<file path="src/wb_cache_cfg.svh">
// Build-time sizes of the write-back cache
// Address width, data width and line count

`ifndef WB_CACHE_CFG_SVH
`define WB_CACHE_CFG_SVH

// Bus widths
`define WB_W_ADDR 32
`define WB_W_DATA 32

// Number of lines, one bus word each
`define WB_DEPTH 16

`endif
</file>
<file path="src/cache_pkg.sv">
// Cache types
// Controller states, memory command/status and downstream command

`include "wb_cache_cfg.svh"

package cache_pkg;

	localparam int off_w   = $clog2(`WB_W_DATA / 8);   // Byte offset bits
	localparam int index_w = $clog2(`WB_DEPTH);        // Line index bits
	localparam int tag_w   = `WB_W_ADDR - index_w - off_w;

	typedef enum logic [3:0] {
		IDLE,         // No upstream data phase in progress
		READ_CHECK,   // Status and read data valid
		WRITE_CHECK,  // Status valid, hit writes bytes now
		CLEAN_WAIT,   // Dirty victim going downstream
		FILL_WAIT,    // Fresh line coming from downstream
		READ_DONE,    // Registered fill word goes upstream
		WRITE_MODIFY, // Merge upstream bytes into filled line
		WRITE_DONE    // OKAY to upstream
	} ctrl_state_e;

	// Controller to cache memory
	typedef struct packed {
		logic [`WB_W_ADDR-1:0]    addr;
		logic                     ren;      // Lookup read
		logic                     wen_fill; // Whole-line write leaves the line valid and clean
		logic [`WB_W_DATA/8-1:0]  wmask;    // Byte writes mark the line dirty
		logic                     wsel_src; // Set selects upstream data, clear selects fill data
	} mem_cmd_t;

	// Cache memory to controller, from the last lookup
	typedef struct packed {
		logic             hit;
		logic             dirty;
		logic [tag_w-1:0] victim_tag;
	} mem_status_t;

	// Controller to downstream port
	typedef struct packed {
		logic                  start; // Launch one NONSEQ phase
		logic                  write;
		logic [`WB_W_ADDR-1:0] addr;  // Word aligned
	} dst_cmd_t;

endpackage

</file>
<file path="src/ahb_pkg.sv">
// AHB-Lite bus types
// HTRANS and HSIZE encodings, upstream request struct

`include "wb_cache_cfg.svh"

package ahb_pkg;

	typedef enum logic [1:0] {
		IDLE   = 2'b00,
		BUSY   = 2'b01, // Not generated or expected here
		NONSEQ = 2'b10,
		SEQ    = 2'b11  // Not generated or expected here
	} htrans_e;

	typedef enum logic [2:0] {
		BYTE = 3'd0,
		HALF = 3'd1,
		WORD = 3'd2
	} hsize_e;

	// Accepted upstream address phase
	typedef struct packed {
		logic                     valid; // High in the cycle that ends an accepted aphase
		logic [`WB_W_ADDR-1:0]    addr;
		logic                     write;
		logic [`WB_W_DATA/8-1:0]  mask;  // Byte lanes touched by the transfer
	} src_req_t;

endpackage

</file>
<file path="src/ahb_wb_cache.sv">
// Write-back cache top level
// Upstream port, controller, arrays and downstream port

`timescale 1ns/1ps
`include "wb_cache_cfg.svh"

module ahb_wb_cache (
	input  logic                     clk,
	input  logic                     rst_n,
	// Upstream AHB-Lite slave
	output logic                     src_hready_resp,
	input  logic                     src_hready,
	input  logic [`WB_W_ADDR-1:0]    src_haddr,
	input  logic                     src_hwrite,
	input  ahb_pkg::htrans_e         src_htrans,
	input  ahb_pkg::hsize_e          src_hsize,
	input  logic [`WB_W_DATA-1:0]    src_hwdata,
	output logic [`WB_W_DATA-1:0]    src_hrdata,
	// Downstream AHB-Lite master
	input  logic                     dst_hready,
	output logic [`WB_W_ADDR-1:0]    dst_haddr,
	output ahb_pkg::htrans_e         dst_htrans,
	output logic                     dst_hwrite,
	output ahb_pkg::hsize_e          dst_hsize,
	output logic [`WB_W_DATA-1:0]    dst_hwdata,
	input  logic [`WB_W_DATA-1:0]    dst_hrdata
);

	ahb_pkg::src_req_t       src_req;
	cache_pkg::mem_cmd_t     mem_cmd;
	cache_pkg::mem_status_t  mem_status;
	cache_pkg::dst_cmd_t     dst_cmd;
	logic [`WB_W_ADDR-1:0]   lookup_addr;
	logic [`WB_W_DATA-1:0]   hwdata;
	logic [`WB_W_DATA-1:0]   mem_rdata;
	logic [`WB_W_DATA-1:0]   fill_data;
	logic                    sel_fill_data;
	logic                    dst_done;

	ahb_src_port src_port_i (
		.clk, .rst_n, .src_hready, .src_hwrite, .src_htrans, .src_hsize,
		.src_haddr, .src_hwdata, .sel_fill_data, .mem_rdata, .fill_data,
		.src_req, .src_hwdata_out(hwdata), .src_hrdata, .lookup_addr
	);

	cache_ctrl ctrl_i (
		.clk, .rst_n, .src_req, .lookup_addr, .mem_status, .dst_done,
		.src_hready_resp, .sel_fill_data, .mem_cmd, .dst_cmd
	);

	cache_mem mem_i (
		.clk, .rst_n, .mem_cmd, .src_wdata(hwdata), .fill_wdata(fill_data),
		.rdata(mem_rdata), .mem_status
	);

	ahb_dst_port dst_port_i (
		.clk, .rst_n, .dst_cmd, .victim_data(mem_rdata), .dst_hready, .dst_hrdata,
		.dst_haddr, .dst_htrans, .dst_hwrite, .dst_hsize, .dst_hwdata, .dst_done,
		.fill_data
	);

endmodule

</file>
<file path="src/ahb_dst_port.sv">
// Downstream AHB-Lite master port
// Single NONSEQ phases, write data latch, fill word register

`timescale 1ns/1ps
`include "wb_cache_cfg.svh"

module ahb_dst_port (
	input  logic                     clk,
	input  logic                     rst_n,
	input  cache_pkg::dst_cmd_t      dst_cmd,
	input  logic [`WB_W_DATA-1:0]    victim_data,
	input  logic                     dst_hready,
	input  logic [`WB_W_DATA-1:0]    dst_hrdata,
	output logic [`WB_W_ADDR-1:0]    dst_haddr,
	output ahb_pkg::htrans_e         dst_htrans,
	output logic                     dst_hwrite,
	output ahb_pkg::hsize_e          dst_hsize,
	output logic [`WB_W_DATA-1:0]    dst_hwdata,
	output logic                     dst_done,
	output logic [`WB_W_DATA-1:0]    fill_data
);

	logic                  aph_taken;
	logic                  dph_pend;   // Data phase outstanding
	logic                  dph_write;
	logic [`WB_W_DATA-1:0] fill_q;

	assign aph_taken = dst_hready && (dst_htrans == ahb_pkg::NONSEQ);
	assign dst_done  = dph_pend && dst_hready;

	// Address phase, held while hready is low
	always_ff @(posedge clk or negedge rst_n) begin
		if (!rst_n) begin
			dst_htrans <= ahb_pkg::IDLE;
			dst_haddr  <= '0;
			dst_hwrite <= 1'b0;
			dph_pend   <= 1'b0;
			dph_write  <= 1'b0;
		end else begin
			if (dst_cmd.start) begin
				dst_htrans <= ahb_pkg::NONSEQ;
				dst_haddr  <= dst_cmd.addr;
				dst_hwrite <= dst_cmd.write;
			end else if (aph_taken) begin
				dst_htrans <= ahb_pkg::IDLE;
			end
			if (aph_taken) begin
				dph_pend  <= 1'b1;
				dph_write <= dst_hwrite;
			end else if (dst_done) begin
				dph_pend <= 1'b0;
			end
		end
	end

	assign dst_hsize = (dst_htrans == ahb_pkg::NONSEQ) ? ahb_pkg::WORD : ahb_pkg::BYTE;

	// Victim word kept for the clean data phase
	always_ff @(posedge clk) begin
		if (dst_cmd.start && dst_cmd.write)
			dst_hwdata <= victim_data;
		if (dst_done && !dph_write)
			fill_q <= dst_hrdata;
	end

	// Forward the word in its completing cycle for the line fill
	assign fill_data = (dst_done && !dph_write) ? dst_hrdata : fill_q;

endmodule

</file>
<file path="src/cache_mem.sv">
// Direct-mapped cache arrays
// Tag, valid, dirty and data storage with registered lookup

`timescale 1ns/1ps
`include "wb_cache_cfg.svh"

module cache_mem (
	input  logic                     clk,
	input  logic                     rst_n,
	input  cache_pkg::mem_cmd_t      mem_cmd,
	input  logic [`WB_W_DATA-1:0]    src_wdata,
	input  logic [`WB_W_DATA-1:0]    fill_wdata,
	output logic [`WB_W_DATA-1:0]    rdata,
	output cache_pkg::mem_status_t   mem_status
);

	localparam int n_lanes = `WB_W_DATA / 8;

	logic [`WB_W_DATA-1:0]         data_mem [`WB_DEPTH];
	logic [cache_pkg::tag_w-1:0]   tag_mem  [`WB_DEPTH];
	logic [`WB_DEPTH-1:0]          valid_bits;
	logic [`WB_DEPTH-1:0]          dirty_bits;

	logic [cache_pkg::index_w-1:0] index;
	logic [cache_pkg::tag_w-1:0]   tag;
	logic [`WB_W_DATA-1:0]         wdata;

	// Lookup result registers
	logic [cache_pkg::tag_w-1:0]   rd_tag_q;
	logic [cache_pkg::tag_w-1:0]   req_tag_q;
	logic                          rd_valid_q;
	logic                          rd_dirty_q;

	assign index = mem_cmd.addr[cache_pkg::off_w +: cache_pkg::index_w];
	assign tag   = mem_cmd.addr[`WB_W_ADDR-1 -: cache_pkg::tag_w];
	assign wdata = mem_cmd.wsel_src ? src_wdata : fill_wdata;

	// Data and tag arrays
	always_ff @(posedge clk) begin
		if (mem_cmd.ren) begin
			rdata     <= data_mem[index];
			rd_tag_q  <= tag_mem[index];
			req_tag_q <= tag;
		end
		if (mem_cmd.wen_fill) begin
			data_mem[index] <= wdata;  // Whole line
			tag_mem[index]  <= tag;
		end else begin
			for (int b = 0; b < n_lanes; b++) begin
				if (mem_cmd.wmask[b])
					data_mem[index][8*b +: 8] <= wdata[8*b +: 8];
			end
		end
	end

	// Line state bits
	always_ff @(posedge clk or negedge rst_n) begin
		if (!rst_n) begin
			valid_bits <= '0;
			dirty_bits <= '0;
			rd_valid_q <= 1'b0;
			rd_dirty_q <= 1'b0;
		end else begin
			if (mem_cmd.ren) begin
				rd_valid_q <= valid_bits[index];
				rd_dirty_q <= dirty_bits[index];
			end
			if (mem_cmd.wen_fill) begin
				valid_bits[index] <= 1'b1;
				dirty_bits[index] <= 1'b0;   // Fresh from downstream
			end else if (|mem_cmd.wmask) begin
				dirty_bits[index] <= 1'b1;
			end
		end
	end

	assign mem_status.hit        = rd_valid_q && (rd_tag_q == req_tag_q);
	assign mem_status.dirty      = rd_valid_q && rd_dirty_q;
	assign mem_status.victim_tag = rd_tag_q;

endmodule

</file>
<file path="src/cache_ctrl.sv">
// Cache controller
// Hit check, dirty victim write-back and line refill FSM

`timescale 1ns/1ps
`include "wb_cache_cfg.svh"

module cache_ctrl (
	input  logic                     clk,
	input  logic                     rst_n,
	input  ahb_pkg::src_req_t        src_req,
	input  logic [`WB_W_ADDR-1:0]    lookup_addr,
	input  cache_pkg::mem_status_t   mem_status,
	input  logic                     dst_done,
	output logic                     src_hready_resp,
	output logic                     sel_fill_data,
	output cache_pkg::mem_cmd_t      mem_cmd,
	output cache_pkg::dst_cmd_t      dst_cmd
);

	cache_pkg::ctrl_state_e state;
	cache_pkg::ctrl_state_e next_or_idle;
	logic                   in_check;
	logic                   miss;
	logic                   in_modify;
	logic [`WB_W_ADDR-1:0]  victim_addr;
	logic [`WB_W_ADDR-1:0]  fill_addr;

	// Where to go when a new aphase may be accepted
	assign next_or_idle = !src_req.valid ? cache_pkg::IDLE :
		src_req.write ? cache_pkg::WRITE_CHECK : cache_pkg::READ_CHECK;

	assign in_check = (state == cache_pkg::READ_CHECK) || (state == cache_pkg::WRITE_CHECK);
	assign miss     = in_check && !mem_status.hit;

	// ------------------------------------------------------------------------
	// State machine

	always_ff @(posedge clk or negedge rst_n) begin
		if (!rst_n) begin
			state <= cache_pkg::IDLE;
		end else begin
			case (state)
				cache_pkg::IDLE: state <= next_or_idle;
				cache_pkg::READ_CHECK, cache_pkg::WRITE_CHECK: begin
					if (!mem_status.hit)
						state <= mem_status.dirty ? cache_pkg::CLEAN_WAIT : cache_pkg::FILL_WAIT;
					else if (state == cache_pkg::WRITE_CHECK)
						state <= cache_pkg::WRITE_DONE; // Bytes written this cycle
					else
						state <= next_or_idle;
				end
				cache_pkg::CLEAN_WAIT: if (dst_done) begin
					state <= cache_pkg::FILL_WAIT;      // Fill launched alongside
				end
				cache_pkg::FILL_WAIT: if (dst_done) begin
					// Request write flag picks the path after refill
					state <= src_req.write ? cache_pkg::WRITE_MODIFY : cache_pkg::READ_DONE;
				end
				cache_pkg::WRITE_MODIFY: state <= cache_pkg::WRITE_DONE;
				cache_pkg::READ_DONE, cache_pkg::WRITE_DONE: state <= next_or_idle;
				default: state <= cache_pkg::IDLE;
			endcase
		end
	end

	// ------------------------------------------------------------------------
	// Upstream response

	assign src_hready_resp = (state == cache_pkg::IDLE) ||
		(state == cache_pkg::READ_CHECK && mem_status.hit) ||
		(state == cache_pkg::READ_DONE) ||
		(state == cache_pkg::WRITE_DONE);
	assign sel_fill_data = state == cache_pkg::READ_DONE; // Registered fill word

	// ------------------------------------------------------------------------
	// Cache memory steering

	assign in_modify = (state == cache_pkg::WRITE_CHECK && mem_status.hit) ||
		(state == cache_pkg::WRITE_MODIFY);

	// Lookup whenever upstream may start a phase, else the request line
	assign mem_cmd.addr     = src_hready_resp ? lookup_addr : src_req.addr;
	assign mem_cmd.ren      = src_hready_resp;
	assign mem_cmd.wen_fill = (state == cache_pkg::FILL_WAIT) && dst_done;
	assign mem_cmd.wmask    = in_modify ? src_req.mask : '0;
	assign mem_cmd.wsel_src = in_modify;

	// ------------------------------------------------------------------------
	// Downstream requests

	assign victim_addr = {mem_status.victim_tag,
		src_req.addr[cache_pkg::off_w +: cache_pkg::index_w], {cache_pkg::off_w{1'b0}}};
	assign fill_addr   = {src_req.addr[`WB_W_ADDR-1:cache_pkg::off_w], {cache_pkg::off_w{1'b0}}};

	assign dst_cmd.start = miss || (state == cache_pkg::CLEAN_WAIT && dst_done);
	assign dst_cmd.write = miss && mem_status.dirty;  // Clean goes first
	assign dst_cmd.addr  = dst_cmd.write ? victim_addr : fill_addr;

endmodule

</file>
<file path="src/ahb_src_port.sv">
// Upstream AHB-Lite slave port
// Address phase capture, byte mask build, read data select

`timescale 1ns/1ps
`include "wb_cache_cfg.svh"

module ahb_src_port (
	input  logic                     clk,
	input  logic                     rst_n,
	input  logic                     src_hready,
	input  logic                     src_hwrite,
	input  ahb_pkg::htrans_e         src_htrans,
	input  ahb_pkg::hsize_e          src_hsize,
	input  logic [`WB_W_ADDR-1:0]    src_haddr,
	input  logic [`WB_W_DATA-1:0]    src_hwdata,
	input  logic                     sel_fill_data,
	input  logic [`WB_W_DATA-1:0]    mem_rdata,
	input  logic [`WB_W_DATA-1:0]    fill_data,
	output ahb_pkg::src_req_t        src_req,
	output logic [`WB_W_DATA-1:0]    src_hwdata_out,
	output logic [`WB_W_DATA-1:0]    src_hrdata,
	output logic [`WB_W_ADDR-1:0]    lookup_addr
);

	logic                     accept;
	logic [`WB_W_DATA/8-1:0]  mask_live;
	logic [`WB_W_ADDR-1:0]    addr_q;
	logic                     write_q;
	logic [`WB_W_DATA/8-1:0]  mask_q;

	assign accept = src_hready && (src_htrans == ahb_pkg::NONSEQ);

	// Byte lanes from size and low address bits
	always_comb begin
		case (src_hsize)
			ahb_pkg::BYTE: mask_live = 4'b0001 << src_haddr[cache_pkg::off_w-1:0];
			ahb_pkg::HALF: mask_live = 4'b0011 << {src_haddr[1], 1'b0};
			default:       mask_live = 4'b1111;
		endcase
	end

	// Hold the last accepted phase for the data phase
	always_ff @(posedge clk or negedge rst_n) begin
		if (!rst_n) begin
			addr_q  <= '0;
			write_q <= 1'b0;
			mask_q  <= '0;
		end else if (accept) begin
			addr_q  <= src_haddr;
			write_q <= src_hwrite;
			mask_q  <= mask_live;
		end
	end

	// Live fields in the accepting cycle, held ones after
	assign src_req.valid = accept;
	assign src_req.addr  = accept ? src_haddr  : addr_q;
	assign src_req.write = accept ? src_hwrite : write_q;
	assign src_req.mask  = accept ? mask_live  : mask_q;

	assign lookup_addr    = src_haddr;  // Synchronous lookup during aphase
	assign src_hwdata_out = src_hwdata;
	assign src_hrdata     = sel_fill_data ? fill_data : mem_rdata;

endmodule

</file>
<file path="config.mk">
export PLATFORM = sky130hd
export DESIGN_NAME = ahb_wb_cache
export DESIGN_NICKNAME = d
export VERILOG_FILES = /design/src/cache_pkg.sv /design/src/ahb_pkg.sv /design/src/ahb_wb_cache.sv /design/src/ahb_dst_port.sv /design/src/cache_mem.sv /design/src/cache_ctrl.sv /design/src/ahb_src_port.sv
export VERILOG_INCLUDE_DIRS = /design/src
export SDC_FILE = /design/constraint.sdc
export NUM_CORES = 2
export LEC_CHECK = 0
export ABC_AREA = 1
export BUFFER_PORTS_ARGS = -buffer_cell sky130_fd_sc_hd__buf_2
export CELL_PAD_IN_SITES_DETAIL_PLACEMENT = 0
export CELL_PAD_IN_SITES_GLOBAL_PLACEMENT = 1
export CORE_MARGIN = 2
export CORE_UTILIZATION = 54
export DETAILED_ROUTE_END_ITERATION = 8
export PLACE_DENSITY_LB_ADDON = 0.1
export SYNTH_ARGS = -nofsm -noshare
export SYNTH_HDL_FRONTEND = slang
export SYNTH_SLANG_ARGS = --single-unit
</file>
<file path="constraint.sdc">
create_clock -name clk -period 6.1 [get_ports clk]
set_clock_uncertainty 0.15 [all_clocks]
set_input_delay 0.915 -clock clk [delete_from_list [all_inputs] [get_ports clk]]
set_output_delay 0.915 -clock clk [all_outputs]
set_load 0.005 [all_outputs]
</file>
# Yosys cells after proc, flatten, opt, wreduce, memory -nomap -nowiden
# Memory sizes are Yosys's and may differ from the RTL's. A register that Yosys moved wholly into a read port is not among the register bits.
# Index checks and enable logic that the tools add are counted.
# op_classes
bitwise	8
order_cmp	2
div	0
eq_ne	13
muxes	50
addsub	0
multipliers	0
shift	2
n_reduce_logical	31
# op_table
cell	count
$mux 32	6
$mux 16	2
$mux 8	4
$or 16x16->16	2
$mux 4	7
$eq 26x26->1	1
$mux 1	20
$pmux 4 s5	1
$and 16x16->16	1
$eq 4x3->1 const B	4
$not 16->16	1
$logic_and 1x1->1	14
$mux 2	5
$bmux 1 s4	2
$eq 4x2->1 const B	2
$pmux 4 s2	1
$logic_or 1x1->1	6
$reduce_bool 2->1	3
$lt 4x5->1 const B	1
$demux 1 s4	1
$eq 2x2->1 const B	2
$eq 4x1->1 const B	1
$ge 4x1->1 const B	1
$logic_not 4->1	1
12 further kinds	17
# totals
latch_bits	0
n_memories	2
reg_bits	202
input_bits	106
ram_bits	928
out_inout_bits	103
mem_bits_ro	0
elab_cells	124
# memory_table
memory	depth	word_bits	rd	rd_clocked_by_memory_dff	wr	line_no	text
mem_i.data_mem	16	32	1	1	1	cache_mem.sv:19	logic [`WB_W_DATA-1:0] data_mem [`WB_DEPTH];
mem_i.tag_mem	16	26	1	1	1	cache_mem.sv:20	logic [cache_pkg::tag_w-1:0] tag_mem [`WB_DEPTH];

# Depth between registers and ports, before layout
# depth
ltp_word	14
depth_mapped	22
depth_no_buf	20

# Hierarchy
# From an unflattened synthesis, not the netlist that was laid out.
# hier_totals
cells_unflattened	3760
area_unflattened_um2	47085.2
# modules_own_cells
module	cells_each	area_per_inst_um2	instances
cache_mem	2918	39955.8	1
ahb_dst_port	334	3570.9	1
ahb_src_port	271	2408.6	1
cache_ctrl	237	1149.9	1

# Worst setup path before layout
# Ideal clock, no wire load.
# synth_path
path_type	register to register
from	register mem_i.rd_tag_q[2] in the netlist's numbering (read register of mem_i.tag_mem)
to	memory mem_i.tag_mem[6][0] in the netlist's numbering (enable)
stages_incl_launch_ff	17
setup_slack_ps	2000
synth_period_minus_slack_ps	4100
t_arrival_ps	3539
setup_ps	410
cell_sequence	edfxtp_1 -> xnor2_1 -> nand2_1 -> nor2_1 -> nand2_1 -> nor2_1 -> nand3_2 -> nand2_2 -> buf_6 -> nand2_1 -> o21ai_2 -> inv_2 -> nor2_8 -> inv_2 -> nor2_2 -> inv_2 -> nor2_1
# synth_via
elab_chain_cells	7
# synth_rtl
element	line_no	text
from (decl)	cache_mem.sv:29	logic [cache_pkg::tag_w-1:0] rd_tag_q;
$eq 26x26->1	cache_mem.sv:77	assign mem_status.hit = rd_valid_q && (rd_tag_q == req_tag_q);
$logic_and 1x1->1	cache_mem.sv:77	
$logic_and 1x1->1	cache_ctrl.sv:70	(state == cache_pkg::READ_CHECK && mem_status.hit) ||
$logic_or 1x1->1	cache_ctrl.sv:69	assign src_hready_resp = (state == cache_pkg::IDLE) ||
$logic_or 1x1->1	cache_ctrl.sv:70	
$logic_or 1x1->1	cache_ctrl.sv:71	(state == cache_pkg::READ_DONE) ||
net src_hready_resp	ahb_wb_cache.sv:11	output logic src_hready_resp,
$mux 32	cache_ctrl.sv:82	assign mem_cmd.addr = src_hready_resp ? lookup_addr : src_req.addr;
to (decl)	cache_mem.sv:20	
# The timed path passes the listed nets, and every way through them passes these cells.

# Final worst setup path
# layout_path
from	register mem_i.rd_tag_q[2] in the netlist's numbering (read register of mem_i.tag_mem)
to	memory mem_i.tag_mem[9][1] in the netlist's numbering (enable)
# layout_via
elab_chain_cells	7
# layout_rtl
element	line_no
$eq 26x26->1	cache_mem.sv:77
$logic_and 1x1->1	cache_mem.sv:77
$logic_and 1x1->1	cache_ctrl.sv:70
$logic_or 1x1->1	cache_ctrl.sv:69
$logic_or 1x1->1	cache_ctrl.sv:70
$logic_or 1x1->1	cache_ctrl.sv:71
$mux 32	cache_ctrl.sv:82
# No other way between the ends.

==> summary.md <==
| Metric | Value |
|---|---|
| Status | `finished clean` |
| CTS clk-pin slew, worst paths | `60 ps` |
| Final setup viols | `0` |
| Hold-fix buffers, CTS | `0` |
| # IOs | `209` |
| Measured slew at the worst slew-check pin | `1400 ps` |
| Final Total Pwr | `28.8 mW` |
| Synth top cells by count | `nand2_1 (1767), edfxtp_1 (1044), o21ai_0 (164)` |
| Max_cap viols | `0` |
| Antenna-violating nets left | `0` |
| Starting DRC count in detailed routing | `3142` |
| TritonCTS clock tree | `done` |
| Remaining Overflow, GRT | `0` |
| Ys flop type | `edfxtp_1` |
| Fin crit period | `5370 ps` |
| Final worst slack | `726 ps` |
| CTS resizes | `0` |
| Most numerous cell in the Yosys netlist | `nand2_1` |
| Setup TNS | `0 ps` |
| Die ar. | `0.0902 mm^2` |
| Ant diodes | `0` |
| GRT Total Usage | `0.282` |
| Synth area leaders | `edfxtp_1 (66%), nand2_1 (14%), dfrtp_1 (5.6%)` |
| Cells after Synth | `4118` |
| Pre-CTS setup slack | `867 ps` |
| Synth Register Bits | `1182` |
| Reg2Reg Depth | `12` |
| Crit end category | `flip-flop` |
| Cell Rows | `108` |
| Top cell type's share of synthesized area | `0.661` |
| Synth area leader | `edfxtp_1` |
| Worst-Skew Late Latency | `670 ps` |
| Largest net degree at the start of global routing | `121` |
| Fin area | `0.0537 mm^2` |
| Fillers | `6931` |
| Worst-path maximum fanout | `48` |
| Power per cell area | `536 mW/mm^2` |
| Unrepaired setup endpoints after global routing | `no` |
| Routed wire per std cell | `22.7 um` |
| Area growth syn-to-layout | `13.3%` |
| Initial antenna violation count | `4` |
| Multi-input combinational cell area | `0.0116 mm^2` |
| Sequential cell area | `0.0346 mm^2` |
| Min-Delay Path Class | `in2async` |
| Number of setup buffers added after CTS | `0` |
| Clock root cell | `clkbuf_16` |
| Leak | `20.6 nW` |
| Sequential cell area fraction in the yosys report | `0.731` |
| Crit path DAT | `5530 ps` |
| CTS sink cnt | `1182` |
| Reg2Reg Launch Point | `mem_i.rd_tag_q[2]$_DFFE_PP_` |
| Crit share post-route | `0.881` |
| Total number of vias | `31.0k` |
| Clock Tree Buf Depth | `3` |
| First-pass GRT wire length | `189 mm` |
| Fin Hold WS | `133 ps` |
| Via density | `5.54` |
| FF-to-FF setup slack | `730 ps` |
| Maximum vdd drop | `545 uV` |
| Gp weighted congestion | `0.850` |
| Core region area | `0.0869 mm^2` |
| H-tree depth | `3` |
| WS Path Type | `reg2reg` |
| Startpoint types | `flip-flop` |
| Nets | `4435` |
| CTS buffer count | `119` |
| Post-synth ARST share | `0.0897` |
| Initial Util | `0.545` |
| Port Buffers | `203` |
| Synth cell types | `38` |
| DR DRC count | `0` |
| Max_slew headroom | `0.0641` |
| Vias in the first global route | `29.2k` |
| Mapped cell area | `0.0474 mm^2` |
| Die X | `300 um` |
| WL final | `127 mm` |
| Die Y | `300 um` |
| Yosys Warn Count | `0` |
| Max-slew violations | `0` |
| Layout cell share with drive strength beyond 1 | `0.133` |
| Dpl cell area | `0.0499 mm^2` |
| WP data required | `6260 ps` |
| Pre-Repair DR Iteration Count | `8` |
| R2r endpoint | `mem_i.tag_mem[9][1]$_DFFE_PP_` |
| Post-Syn Area per Cell | `11.5 um^2` |
| EDFF count, synth | `1044` |
| DP Wirelength | `74.7 mm` |
| Hold Fails Final Rpt | `0` |
| Maximum clock rate | `0.186 GHz` |
stage by stage:
stage,util,cells
final,0.618,5588
after global routing,0.618,5588
after CTS,0.618,5588
after detailed placement,0.574,5363
after global placement,0.574,5363
after floorplan,-,4122
state kept, by name (all words and copies together), names as in the netlist, 3 cells and up, named ones only:
signal and count:
mem_i.rdata 32, src_port_i.addr_q 30, mem_i.tag_mem 416, dst_port_i.fill_q 32, mem_i.data_mem 512, src_port_i.mask_q 4
dst_port_i.dst_hwdata 32, ctrl_i.state 3, dst_port_i.dst_haddr 30, mem_i.valid_bits 16, mem_i.req_tag_q 26, mem_i.rd_tag_q 26
how the worst max path moves through the flow:
| stage | startpoint | end | slack (ps) | cells past startpoint |
|---|---|---|---|---|
| finish | mem_i.rd_tag_q[2]$_DFFE_PP_ | mem_i.tag_mem[9][1]$_DFFE_PP_ | 730 | 12 |
| global route | mem_i.rd_tag_q[17]$_DFFE_PP_ | mem_i.data_mem[5][1]$_DFFE_PP_ | 610 | 12 |
| CTS | mem_i.rd_tag_q[17]$_DFFE_PP_ | mem_i.tag_mem[9][10]$_DFFE_PP_ | 790 | 12 |
| detailed placement | mem_i.rd_tag_q[17]$_DFFE_PP_ | mem_i.tag_mem[9][1]$_DFFE_PP_ | 870 | 12 |
| global placement | mem_i.rd_tag_q[17]$_DFFE_PP_ | mem_i.tag_mem[9][1]$_DFFE_PP_ | 790 | 12 |
| floorplan | mem_i.rd_tag_q[2]$_DFFE_PP_ | mem_i.tag_mem[6][0]$_DFFE_PP_ | 2000 | 16 |
placed cells by master, fill, tap and decap left out, types with 2 or more instances in the layout:
cell type,instances
nand2_1,1765
edfxtp_1,1044
buf_2,202
o21ai_0,157
nand3_1,153
a21oi_1,133
nor2_1,121
clkbuf_16,121
dfrtp_1,106
inv_1,99
buf_4,89
mux2_2,64
nand4_1,63
o21ai_1,40
dfxtp_1,32
clkbuf_1,31
clkinv_2,26
a31oi_1,26
clkinv_1,23
nor2_4,22
or2_1,15
o31ai_1,11
clkbuf_8,11
bufinv_16,10
inv_2,7
nor3_1,7
xnor2_1,6
or2_2,6
nand2_2,6
conb_1,5
nor2_2,4
inv_6,4
buf_12,4
nand2_8,3
clkinvlp_4,3
nand3_2,2
inv_4,2
o21ai_2,2
layout make-up:
cell class,count,share of cell area
tap,1155,0.0269
inverter,113,0.00801
clock buffer,163,0.0614
multi-input combinational,2618,0.216
timing repair buffer,295,0.0328
clock inverter,62,0.0105
sequential,1182,0.645
power breakdown:
part,total (mW),switching [mW],leakage [nW],internal [mW]
clock,7.20,3.01,1.90,4.19
sequential,11.6,0.463,11.0,11.2
combinational,9.93,7.36,7.68,2.57
total,28.8,10.8,20.6,17.9
kinds of logic after synthesis:
kind of cell / count (synthesis) / share of synthesized area
AO/OA/AOI/OAI: 372 / 0.0409
AND/OR/NAND/NOR: 2170 / 0.182
flip-flops: 1182 / 0.731
other: 1 / 0.0000791
buffers and inverters: 322 / 0.0294
XOR/XNOR: 7 / 0.00129
multiplexers: 64 / 0.0152
worst max-delay path, cell delays in order (launching register included):
cell and delay, ps:
edfxtp_1 440, xnor2_1 390, nand2_1 90, nor2_1 100, nand2_1 60, nor2_1 320
nand3_2 230, nand2_8 490, o21ai_2 300, nor2_4 690, nand2_1 620, nor2_4 550
buf_4 520
routing by layer:
| layer | wire, um | vias up | GRT usage |
|---|---|---|---|
| met5 | 0 | - | 0 |
| met4 | 2560 | 0 | 0.0671 |
| met3 | 9360 | 182 | 0.0430 |
| met2 | 59100 | 1215 | 0.444 |
| met1 | 55600 | 15091 | 0.418 |
| li1 | - | 14470 | - |
No activity file was read; power rests on OpenSTA's default activity.
